$ cat config.mk
export PLATFORM = sky130hd
export DESIGN_NAME = ioSystem
export DESIGN_NICKNAME = d
export VERILOG_FILES = /design/src/verilog/nesPkg.sv /design/src/verilog/apbIf.sv /design/src/verilog/apuPwm.sv /design/src/verilog/apbDecoder.sv /design/src/verilog/gpioPort.sv /design/src/verilog/audioCtrl.sv /design/src/verilog/ioSystem.sv
export VERILOG_INCLUDE_DIRS = /design/src /design/src/include
export SDC_FILE = /design/constraint.sdc
export NUM_CORES = 1
export LEC_CHECK = 0
export BUFFER_PORTS_ARGS = -buffer_cell sky130_fd_sc_hd__buf_2
export CORE_MARGIN = 2
export CORE_UTILIZATION = 45
export CTS_CLUSTER_SIZE = 40
export DETAILED_ROUTE_END_ITERATION = 16
export PLACE_DENSITY = 0.67
export SLEW_MARGIN = 20
export SYNTH_ARGS = -nofsm -noshare
export SYNTH_HDL_FRONTEND = slang
export SYNTH_SLANG_ARGS = --single-unit
$ cat constraint.sdc
create_clock -name clk -period 1.4 [get_ports clk]
set_input_delay 0.14 -clock clk [delete_from_list [all_inputs] [get_ports clk]]
set_output_delay 0.14 -clock clk [all_outputs]
set_load 0.005 [all_outputs]
$ cat src/include/nes_config.svh
`ifndef NES_CONFIG_SVH
`define NES_CONFIG_SVH

// bus and datapath widths
`define NES_APB_ADDR_W      8
`define NES_APB_DATA_W      8
`define NES_GPIO_W          8
`define NES_PWM_W           8

// address bit that splits GPIO (0) from audio (1)
`define NES_APB_REGION_BIT  4

// register map, byte addresses
`define NES_REG_GPIO_DIR    8'h00
`define NES_REG_GPIO_OUT    8'h04
`define NES_REG_GPIO_IN     8'h08
`define NES_REG_AUD_SAMPLE  8'h10
`define NES_REG_AUD_CTRL    8'h14
`define NES_REG_AUD_PERIODS 8'h18

`endif

$ cat src/verilog/nesPkg.sv
`include "nes_config.svh"

package nesPkg;

// APB byte address
typedef logic [`NES_APB_ADDR_W-1:0] apbAddrT;

// APB data word
typedef logic [`NES_APB_DATA_W-1:0] apbDataT;

// one bit per GPIO pin
typedef logic [`NES_GPIO_W-1:0] gpioVecT;

// audio sample, also the PWM compare value
typedef logic [`NES_PWM_W-1:0] sampleT;

endpackage

$ cat src/verilog/apbIf.sv
`timescale 1ns/1ps

interface apbIf;

import nesPkg::*;

logic pSel;		// request side, from the decoder
logic pEnable;
logic pWrite;
apbAddrT pAddr;
apbDataT pWdata;

apbDataT pRdata;	// response side, from the peripheral
logic pReady;
logic pSlvErr;

modport master (
	output pSel, pEnable, pWrite, pAddr, pWdata,
	input pRdata, pReady, pSlvErr
);

modport slave (
	input pSel, pEnable, pWrite, pAddr, pWdata,
	output pRdata, pReady, pSlvErr
);

endinterface

$ cat src/verilog/apuPwm.sv
`timescale 1ns/1ps

module apuPwm (
	input logic clk,
	input logic arstN,
	input logic en,
	input nesPkg::sampleT cmp,
	output logic q,
	output logic wrap
);

import nesPkg::*;

sampleT cnt;		// one full sweep is one 256-cycle period

always_ff @(posedge clk, negedge arstN) begin
	if (!arstN)
		cnt <= '0;
	else if (en)
		cnt <= cnt + 1'b1;
	else
		cnt <= '0;	// parked at 0 while disabled
end

// every sweep visits each count once, so high cycles equal cmp
always_ff @(posedge clk, negedge arstN) begin
	if (!arstN) begin
		q <= 1'b0;
		wrap <= 1'b0;
	end else begin
		q <= en & (cnt < cmp);
		wrap <= en & (cnt == '1);	// one pulse as the count rolls over
	end
end

endmodule

$ cat src/verilog/apbDecoder.sv
`timescale 1ns/1ps
`include "nes_config.svh"

module apbDecoder (
	input logic pSel,
	input logic pEnable,
	input logic pWrite,
	input nesPkg::apbAddrT pAddr,
	input nesPkg::apbDataT pWdata,
	output nesPkg::apbDataT pRdata,
	output logic pReady,
	output logic pSlvErr,

	apbIf.master gpioBus,
	apbIf.master audioBus
);

logic mapped;		// address below 0x20
logic gpioHit, audioHit;
logic access;

assign mapped = pAddr[`NES_APB_ADDR_W-1:`NES_APB_REGION_BIT+1] == '0;
assign gpioHit = mapped & ~pAddr[`NES_APB_REGION_BIT];
assign audioHit = mapped & pAddr[`NES_APB_REGION_BIT];
assign access = pSel & pEnable;

// request fan-out, select only goes to the matching region
assign gpioBus.pSel = pSel & gpioHit;
assign gpioBus.pEnable = pEnable;
assign gpioBus.pWrite = pWrite;
assign gpioBus.pAddr = pAddr;
assign gpioBus.pWdata = pWdata;

assign audioBus.pSel = pSel & audioHit;
assign audioBus.pEnable = pEnable;
assign audioBus.pWrite = pWrite;
assign audioBus.pAddr = pAddr;
assign audioBus.pWdata = pWdata;

// response mux
always_comb begin
	if (gpioHit) begin
		pRdata = gpioBus.pRdata;
		pReady = gpioBus.pReady;
		pSlvErr = gpioBus.pSlvErr;
	end else if (audioHit) begin
		pRdata = audioBus.pRdata;
		pReady = audioBus.pReady;
		pSlvErr = audioBus.pSlvErr;
	end else begin
		// unmapped space, the decoder answers on its own
		pRdata = '0;
		pReady = access;
		pSlvErr = access;
	end
end

endmodule

$ cat src/verilog/gpioPort.sv
`timescale 1ns/1ps
`include "nes_config.svh"

module gpioPort (
	input logic clk,
	input logic arstN,
	input nesPkg::gpioVecT gpioIn,
	output nesPkg::gpioVecT gpioOut,
	output nesPkg::gpioVecT gpioOe,

	apbIf.slave bus
);

import nesPkg::*;

gpioVecT dirReg;		// 1 = pin is an output
gpioVecT outReg;
gpioVecT inMeta, inSync;	// pad synchronizer stages
apbDataT rdData;

logic access;
logic isDir, isOut, isIn;
logic badOffset, roWrite, err;
logic wrEn;

assign access = bus.pSel & bus.pEnable;

// offset decode, full address compared since the region is fixed
assign isDir = bus.pAddr == `NES_REG_GPIO_DIR;
assign isOut = bus.pAddr == `NES_REG_GPIO_OUT;
assign isIn = bus.pAddr == `NES_REG_GPIO_IN;

assign badOffset = ~(isDir | isOut | isIn);
assign roWrite = isIn & bus.pWrite;		// IN is read only
assign err = badOffset | roWrite;
assign wrEn = access & bus.pWrite & ~err;	// failed writes change nothing

always_ff @(posedge clk, negedge arstN) begin
	if (!arstN) begin
		dirReg <= '0;		// all pins start as inputs
		outReg <= '0;
	end else if (wrEn) begin
		if (isDir)
			dirReg <= bus.pWdata;
		if (isOut)
			outReg <= bus.pWdata;
	end
end

// two flops, so a pad change shows up in IN two edges later
always_ff @(posedge clk) begin
	inMeta <= gpioIn;
	inSync <= inMeta;
end

always_comb begin
	rdData = '0;
	if (isDir)
		rdData = dirReg;
	else if (isOut)
		rdData = outReg;
	else if (isIn)
		rdData = inSync & ~dirReg;	// output pins read 0
end

assign bus.pRdata = rdData;
assign bus.pReady = access;		// zero wait states
assign bus.pSlvErr = access & err;

assign gpioOut = outReg;
assign gpioOe = dirReg;

endmodule

$ cat src/verilog/audioCtrl.sv
`timescale 1ns/1ps
`include "nes_config.svh"

module audioCtrl (
	input logic clk,
	input logic arstN,
	output logic pwmOut,

	apbIf.slave bus
);

import nesPkg::*;

sampleT sampleReg;	// current DAC level
logic enReg;		// CTRL bit 0
apbDataT periods;	// DAC wraps, modulo 256
logic dacWrap;
apbDataT rdData;

logic access;
logic isSample, isCtrl, isPeriods;
logic err;
logic wrEn;

assign access = bus.pSel & bus.pEnable;

assign isSample = bus.pAddr == `NES_REG_AUD_SAMPLE;
assign isCtrl = bus.pAddr == `NES_REG_AUD_CTRL;
assign isPeriods = bus.pAddr == `NES_REG_AUD_PERIODS;

assign err = ~(isSample | isCtrl | isPeriods);
assign wrEn = access & bus.pWrite & ~err;

always_ff @(posedge clk, negedge arstN) begin
	if (!arstN) begin
		sampleReg <= '0;
		enReg <= 1'b0;
	end else if (wrEn) begin
		if (isSample)
			sampleReg <= bus.pWdata;
		if (isCtrl)
			enReg <= bus.pWdata[0];
	end
end

// any write clears, and wins over a wrap in the same cycle
always_ff @(posedge clk, negedge arstN) begin
	if (!arstN)
		periods <= '0;
	else if (wrEn & isPeriods)
		periods <= '0;
	else if (dacWrap)
		periods <= periods + 1'b1;
end

always_comb begin
	rdData = '0;
	if (isSample)
		rdData = sampleReg;
	else if (isCtrl)
		rdData = {{(`NES_APB_DATA_W-1){1'b0}}, enReg};	// upper bits read 0
	else if (isPeriods)
		rdData = periods;
end

assign bus.pRdata = rdData;
assign bus.pReady = access;
assign bus.pSlvErr = access & err;

apuPwm pwm0 (
	.clk(clk),
	.arstN(arstN),
	.en(enReg),
	.cmp(sampleReg),
	.q(pwmOut),
	.wrap(dacWrap)
);

endmodule

$ cat src/verilog/ioSystem.sv
`timescale 1ns/1ps

module ioSystem (
	input logic clk,
	input logic arstN,

	// APB from the bus master
	input logic pSel,
	input logic pEnable,
	input logic pWrite,
	input nesPkg::apbAddrT pAddr,
	input nesPkg::apbDataT pWdata,
	output nesPkg::apbDataT pRdata,
	output logic pReady,
	output logic pSlvErr,

	// GPIO, combined with pad buffers on the board
	input nesPkg::gpioVecT gpioIn,
	output nesPkg::gpioVecT gpioOut,
	output nesPkg::gpioVecT gpioOe,

	// audio DAC
	output logic pwmOut
);

apbIf gpioBus ();
apbIf audioBus ();

apbDecoder dec0 (
	.pSel(pSel),
	.pEnable(pEnable),
	.pWrite(pWrite),
	.pAddr(pAddr),
	.pWdata(pWdata),
	.pRdata(pRdata),
	.pReady(pReady),
	.pSlvErr(pSlvErr),
	.gpioBus(gpioBus.master),
	.audioBus(audioBus.master)
);

gpioPort gpio0 (
	.clk(clk),
	.arstN(arstN),
	.gpioIn(gpioIn),
	.gpioOut(gpioOut),
	.gpioOe(gpioOe),
	.bus(gpioBus.slave)
);

audioCtrl audio0 (
	.clk(clk),
	.arstN(arstN),
	.pwmOut(pwmOut),
	.bus(audioBus.slave)
);

endmodule

# == Yosys cells after proc, flatten, opt, wreduce, memory -nomap -nowiden ==
# Index checks and enable logic that the tools add are counted.
# word_totals
out_inout_bits,27
wordCells,69
inputBits,29
ff_bits,59
# classes
n_mux,15
n_bitwise,28
eq_ne,6
addsub,2
reduce_logical,7
magnitude_cmp,1
# op_table
op,count
8-bit two-way mux,11
"8-bit by 5-bit equality test with 1-bit output, second input constant",3
1-bit AND,17
"8-bit by 1-bit adder with 8-bit output, second input constant",2
8-bit AND,1
"8-bit by 3-bit equality test with 1-bit output, second input constant",1
"8-bit by 4-bit equality test with 1-bit output, second input constant",1
"8-bit equality test, second input constant",1
8-bit zero test,1
8-bit less-than comparator,1
8-bit NOT,1
2-bit AND reduction,4
1-bit OR,5
1-bit two-way mux,4
1-bit NOT,4
3-bit zero test,1
2-bit nonzero test,1

# == Longest topological paths before layout ==
# Gate-level depths: netlist (run 1).
# depth
word_depth,8
mapped_depth,6
ltp_nobuf,5

# == Hierarchy ==
# A second synthesis (run 1) with hierarchy kept.
# unflattened
hier_cells,306
hier_area_um2,3238.1
# by_module_without_submodules
mod,cells_per_inst,seq_area_each_um2,area_per_inst_um2,n_inst
gpioPort,95,720.7,1249.9,1
audioCtrl,89,425.4,938.4,1
apuPwm,59,250.2,579.3,1
apbDecoder,63,0.0,470.5,1

# == Worst setup path after synthesis (run 1) ==
# No wires, ideal clock.
# synth_timing
kind,input -> register
start,input pAddr[1]
end,register gpio0.dirReg[0] (netlist: gpio0.gpioOe[0])
slack_ns,-0.092
setup_time_ns,0.127
path_buffers,1
arrival_ns,1.364
required_time_ns,1.273
cell_stages,5
path_cell_list,or3b_1 > nor3_2 > and3b_1 > buf_4 > mux2_1
# synth_via
elab_chain_cells,8
elab_cells_between_ends,11
cone_classes,eq/ne (2); bitwise (7); reduce/logical (2)
# synth_rtl
element,line,source
"start, declared",ioSystem.sv:11,"input nesPkg::apbAddrT pAddr,"
8-bit by 3-bit equality test with 1-bit output (no line) / 8-bit zero test (equally long branches),-,
1-bit OR (2 in series),gpioPort.sv:33,assign badOffset = ~(isDir | isOut | isIn);
1-bit NOT,gpioPort.sv:33,
1-bit OR,gpioPort.sv:35,assign err = badOffset | roWrite;
1-bit NOT,gpioPort.sv:36,assign wrEn = access & bus.pWrite & ~err;
1-bit AND,gpioPort.sv:36,
2-bit AND reduction (no line) (*),-,
"end signal, assigned",gpioPort.sv:44,dirReg <= bus.pWdata;
"end, declared",gpioPort.sv:16,gpioVecT dirReg;
# Mark *: on every way between the ends. The rest lies on a longest branch, timed or not.
# A chain may end at the register's enable or synchronous reset.

# == Worst setup path in the final report (run 1) ==
# layout_timing
start,register gpio0.dirReg[3] (netlist: gpio0.gpioOe[3])
end,output pRdata[3]
# layout_via
elab_chain_cells,6
# layout_rtl
element,line,source
8-bit NOT,gpioPort.sv:63,rdData = inSync & ~dirReg;
8-bit AND,gpioPort.sv:63,
8-bit two-way mux,gpioPort.sv:62,else if (isIn)
8-bit two-way mux,gpioPort.sv:60,else if (isOut)
8-bit two-way mux (*),gpioPort.sv:58,if (isDir)
8-bit two-way mux (*),apbDecoder.sv:42,if (gpioHit) begin
"end, declared",ioSystem.sv:13,"output nesPkg::apbDataT pRdata,"
# Marks and branches as above.

==> results of run 1 <==
-- layout by cell type, fill, tap and decap left out, types with 3 or more instances in the layout --
master and count:
a21oi_2 4, o21ai_0 14, ha_1 9, xor2_1 4, o21ai_1 7, clkinvlp_4 3
dlygate4sd3_1 9, nand2b_1 6, nand3b_1 7, mux2_4 6, clkbuf_8 9, nand3_1 5
dfrtp_1 43, nand2_1 23, inv_1 12, and2_1 6, buf_2 55, a21oi_1 11
and3_1 8, nand4_1 4, mux2_2 11, buf_4 29, o211ai_1 3, mux2_1 8
buf_12 3, nor2b_1 4, dfxtp_1 16, xnor2_1 7, nor2_1 15
-- power groups by stage --
| stage | clock network (mW) | logic (mW) | registers [mW] |
|---|---|---|---|
| after floorplan | 0 | 0.103 | 1.79 |
| after global placement | 0 | 0.245 | 1.79 |
| after detailed placement | 0 | 0.250 | 1.80 |
| after CTS | 1.48 | 0.281 | 1.76 |
| after global routing | 1.55 | 0.327 | 1.76 |
| final | 1.46 | 0.292 | 1.76 |
-- sequential cells by signal, indices dropped and copies added, names as in the netlist --
signal	flops
audio0.enReg	1
gpio0.inSync	8
gpio0.gpioOe	8
gpio0.inMeta	8
gpio0.gpioOut	8
audio0.pwm0.q	1
audio0.pwm0.wrap	1
audio0.sampleReg	8
audio0.periods	8
audio0.pwm0.cnt	8
-- worst max-delay path, stage by stage, from the launching register on --
cell      delay [ns]
dfrtp_1         0.40
nand3b_1        0.17
a21oi_1         0.15
o21ai_1         0.09
a21oi_1         0.16
buf_2           0.13
-- cell families after synthesis --
kind of cell               count (synthesis)  synth area share [%]
AOI/OAI and AO/OA                         46                  9.09
xor gates and xnor gates                  11                  3.47
adders and majority gates                  9                  4.05
DFF                                       59                  50.2
muxes                                     26                  10.5
and+or+nand+nor                           93                  19.0
buffers and inverters                     24                  3.69
-- repair_timing --
item                                    in CTS  in global routing
setup buffers                                7                  4
endpoints found under the setup margin      10                 20
resized for setup                           11                  8
pin swaps                                   11                 12
hold endpoints to repair                    51                  0
hold buffers                                 9                  0
-- cell type report --
| class | count | area (µm²) |
|---|---|---|
| Clock buffer | 11 | 153 |
| Fill cell | 519 | 2220 |
| Multi-Input combinational cell | 185 | 1370 |
| Timing Repair Buffer | 96 | 643 |
| Sequential cell | 59 | 1400 |
| Tap cell | 75 | 93.8 |
| Inverter | 12 | 45.0 |
| Clock inverter | 5 | 36.3 |
-- per-stage QoR --
stage               utilization (%)  TNS, ns  area, µm²  total power, mW  setup slack (ns)
floorplan                         -    -1.24       2820             1.89           -0.0904
global placement               55.7    -7.43       3320             2.04            -0.306
detailed placement             55.7    -7.83       3320             2.04            -0.329
CTS                            61.7    -1.19       3680             3.52            -0.181
global route                   62.8    -1.81       3740             3.64            -0.286
finish                         62.8    -1.11       3740             3.51            -0.192
-- worst min-delay path by stage --
stage	from	to	slack, ns	depth (start not counted)
floorplan	arstN	audio0.enReg	-0.16	0
global placement	arstN	gpio0.gpioOut[1]	0.14	2
detailed placement	arstN	gpio0.gpioOut[1]	0.14	2
CTS	pWdata[6]	gpio0.gpioOe[6]	0.05	2
global route	pWdata[2]	gpio0.gpioOe[2]	0.06	2
finish	pWdata[6]	gpio0.gpioOe[6]	0.06	2
-- routing by layer --
| metal | routed length [µm] | vias up |
|---|---|---|
| met4 | 101 | 0 |
| met3 | 295 | 9 |
| met2 | 3020 | 53 |
| met1 | 3150 | 1110 |
| li1 | - | 1121 |
| met5 | 0 | - |
==> results.cfg, run 1 <==
[flow_run]
cap_violations = 0

[global_routing]
antenna_found_initial = 0
grt_pass1_wl_mm = 10.7
grt.overflow.total = 0
grtUsageMet1_pct = 28.3
top_usage_layer = met2
grt_max_degree = 44
grt_pass1_vias = 2237
met2_usage_pct = 34.0
grt_util_met3_pct = 5.11
grt_usage_pct = 21.4

[finish]
antenna_cells = 0
final_nets = 401
instances_no_fill = 443
drive_gt1_share_pct = 36.4
area_growth_pct = 34.5

[placement]
dp.cells = 407
portBuffers = 55
routabilityCongestion = 0.772
place_hpwl_mm = 4.66

[worst_hold_path]
hp-class = in -> reg

[logic_synthesis]
synthArstFlopShare_pct = 72.9
ys_ff_latch = 59
synthesis.area_um2 = 2780
yosysMostFrequentCell = dfrtp_1
synth_area_leaders = dfrtp_1 (39%), dfxtp_1 (12%), mux2_2 (6.9%)
synthDistinctLibCells = 42
yosys-top-cells-count = dfrtp_1 (43), nand2_1 (23), o21ai_0 (21), mux2_2 (17), dfxtp_1 (16)
synth_edf_count = 0
synth-seq-area-share_pct = 50.2
synth_nets = 306
yosys.area.top_type = dfrtp_1
synth_top_area_share_pct = 38.7
postSynthAreaPerCell_um2 = 10.4
dominantRegCellSynth = dfrtp_1
yosysWarningCount = 0
syn_inst = 268

[clocking]
h-tree-depth = 3
cts_tree = built
root_buffer = clkbuf_8
numCtsBuffers = 9
cts.path.max_buffers = 2
clk_pin_slew_ns = 0.07
clkLatencyLatePin_ns = 0.34
clock_sinks = 59

[sta]
setup_slack_ns = -0.192
max_freq_mhz = 628
rsz0062_at_grt = true
tightest_slew_ns = 0.315
slew_viol_final = 0
finalCritPeriodShare_pct = 114
setup_viol = 8
hold_violations = 0
min_period_ns = 1.59
skew_ns = 0.00477
slew_headroom_pct = 78.9
whs_ns = 0.0572

[worst_setup_path]
cp_max_fo = 3
crit_path_start_kind = register
endpoint = pRdata[3]
critPathArrivalTime_ns = 1.45
r2r_end = audio0.pwm0.q
critPathKind = reg -> out
worstReg2RegStart = audio0.sampleReg[5]
rr_worst_depth = 5
crit_path_start = gpio0.gpioOe[3]
cp-end-kind = output pin
r2r_slack_ns = 0.09
crit_required_ns = 1.26

[floorplanning]
fp.coreArea_um2 = 5960
die-area_um2 = 6820
start_util_pct = 46.7
die_y_um = 82.6
die_w_um = 82.6
num_rows = 28
ios = 56

[detailed_routing]
vias = 2293
wl_per_cell_um = 14.8
routed_wl_mm = 6.57
postRouteAntennaNets = 0
drc_errors = 0
via_per_inst = 5.18
first_pass_iters = 4
drtIter0Drc = 44

[pwr]
power.switching_mw = 0.881
leakage_nw = 1.81
netSwitchingFraction_pct = 25.1
p_seq_share_pct = 50.2
clockPowerShare_pct = 41.5
pwr-share-comb_pct = 8.3
power.density_nw_per_um2 = 939
ir_drop_uv = 697
power.internal_mw = 2.63

[run_status]
violations = negative setup slack
outcome = finished with violations
Power figures use the tool's default switching activity.
==> run 2, diff against run 1 <==
==> constraint.sdc (replaced) <==
create_clock -name clk -period 1.4 [get_ports clk]
set_input_delay 0.14 -clock clk [delete_from_list [all_inputs] [get_ports clk]]
set_output_delay 0.14 -clock clk [all_outputs]
set_load 0.1 [all_outputs]
==> results.cfg, run 2 (synthesis results as in run 1) <==
[run_status]
outcome = finished with violations
violations = negative setup slack

[sta]
slew_viol_final = 0
tightest_slew_ns = 0.489
slew_headroom_pct = 67.6
setup_viol = 8
min_period_ns = 1.74
whs_ns = 0.0595
hold_violations = 0
skew_ns = 0.0135
rsz0062_at_grt = true
max_freq_mhz = 576
setup_slack_ns = -0.337
finalCritPeriodShare_pct = 124

[placement]
pre_cts_slack_ns = -0.281
portBuffers = 55
place_hpwl_mm = 5.16
routabilityCongestion = 0.861

[finish]
multi_input_area_um2 = 1530
area_growth_pct = 50.9
fill_cells = 470
drive_gt1_share_pct = 47.8
seqCellArea_um2 = 1440
final_nets = 412
mostFrequentLayoutCell = buf_4
antenna_cells = 0
final_cell_mix = buf_4 (46), buf_2 (38), dfrtp_1 (27)

[worst_setup_path]
worst-path-stages = 5
crit_required_ns = 1.26
cp_cell_sequence = nand3b_1, a21oi_2, o21ai_2, a21oi_4, buf_12
rr_worst_depth = 5
path_buf_inv = 1
crit_path_top_delay_cell = dfrtp_4
cp-end-kind = output pin
cp_max_fo = 2
critPathKind = reg -> out
crit_path_start = gpio0.gpioOe[7]
crit_path_start_kind = register
worstReg2RegStart = audio0.pwm0.cnt[5]
slowest_delay_ns = 0.47
critPathArrivalTime_ns = 1.60
crit_family = flip-flops

[detailed_routing]
postRouteAntennaNets = 0
drtIter0Drc = 97
via_per_inst = 5.11
routed_wl_mm = 7.01
first_pass_iters = 4
vias = 2318
drc_errors = 0
wl_per_cell_um = 15.4

[worst_hold_path]
hp-class = in -> reg
holdPathStages = 2
hold_start = pWdata[7]

[pwr]
leakage_nw = 1.88
power.density_nw_per_um2 = 898
ir_drop_uv = 755

[global_routing]
antenna_found_initial = 0
grt_pass1_vias = 2270
grt_pass1_wl_mm = 11.2
grt_max_degree = 20
grt_usage_pct = 22.4
grt.overflow.total = 0

[clocking]
h-tree-depth = 3
root_buffer = clkbuf_8
numCtsBuffers = 9
clk_pin_slew_ns = 0.06
cts.path.max_buffers = 2
clock_sinks = 59
cts_tree = built
clkLatencyLatePin_ns = 0.34

[floorplanning]
die_y_um = 82.6
die_w_um = 82.6
fp.coreArea_um2 = 5960
die-area_um2 = 6820
num_rows = 28
start_util_pct = 46.7
ios = 56

[flow_run]
cap_violations = 0
## run 2: metal layers
metal	part of all wire, %	up-vias	global-route usage, %
met5	0	-	0
met4	1.3	0	7.54
met3	4.5	11	5.87
met2	49	52	37.0
met1	45	1116	28.6
li1	-	1139	-
## run 2: worst register-to-register path: cells and delay by family (launching register included)
family / cells / cell delay, ns
buffers and inverters: 1 / 0.14
AO/OA/AOI/OAI: 1 / 0.16
flip-flops: 1 / 0.40
AND/OR/NAND/NOR: 3 / 0.55
## run 2: worst paths after layout
kind / endpoint / slack [ns]
worst max register to register: audio0.pwm0.cnt[7] / 0.08
max in group asynchronous: audio0.periods[1] / 0.57
min in group asynchronous: audio0.sampleReg[2] / 0.27
worst max-delay path: pRdata[7] / -0.34
worst min-delay path: gpio0.gpioOe[7] / 0.06
worst min register to register: gpio0.inSync[7] / 0.32
## run 2: area by class of cell
cell class / instances / share of cell area [%]
clock buffers: 14 / 3.88
clock inverters: 2 / 0.835
inverters: 12 / 1.07
multi-input cells: 185 / 36.4
flip-flops and latches: 59 / 34.2
well taps: 75 / 2.24
repair buffers: 107 / 21.4
## run 2: where the power goes
group          internal, mW  leakage, nW  total (mW)  switching (mW)
clock                 0.919        0.101        1.57           0.648
combinational         0.177         1.12       0.437           0.260
sequential             1.74        0.665        1.76          0.0218
## run 2: through the flow
step	power, mW	TNS [ns]	instance area (µm²)	utilization [%]	instances
floorplan	2.00	-4.22	3000	-	268
finish	3.77	-2.41	4200	70.4	454
CTS	3.79	-2.49	4140	69.5	452
global route	3.91	-3.02	4200	70.4	454
detailed placement	2.19	-9.45	3760	63.1	424
global placement	2.19	-8.37	3760	63.1	424
## run 2: timing repair
item,4_1_cts,5_1_grt
hold endpoints to repair,25,0
resized for setup,20,9
pin swaps,17,9
endpoints found under the setup margin,15,10
buffers inserted,5,2
hold buffers,9,0
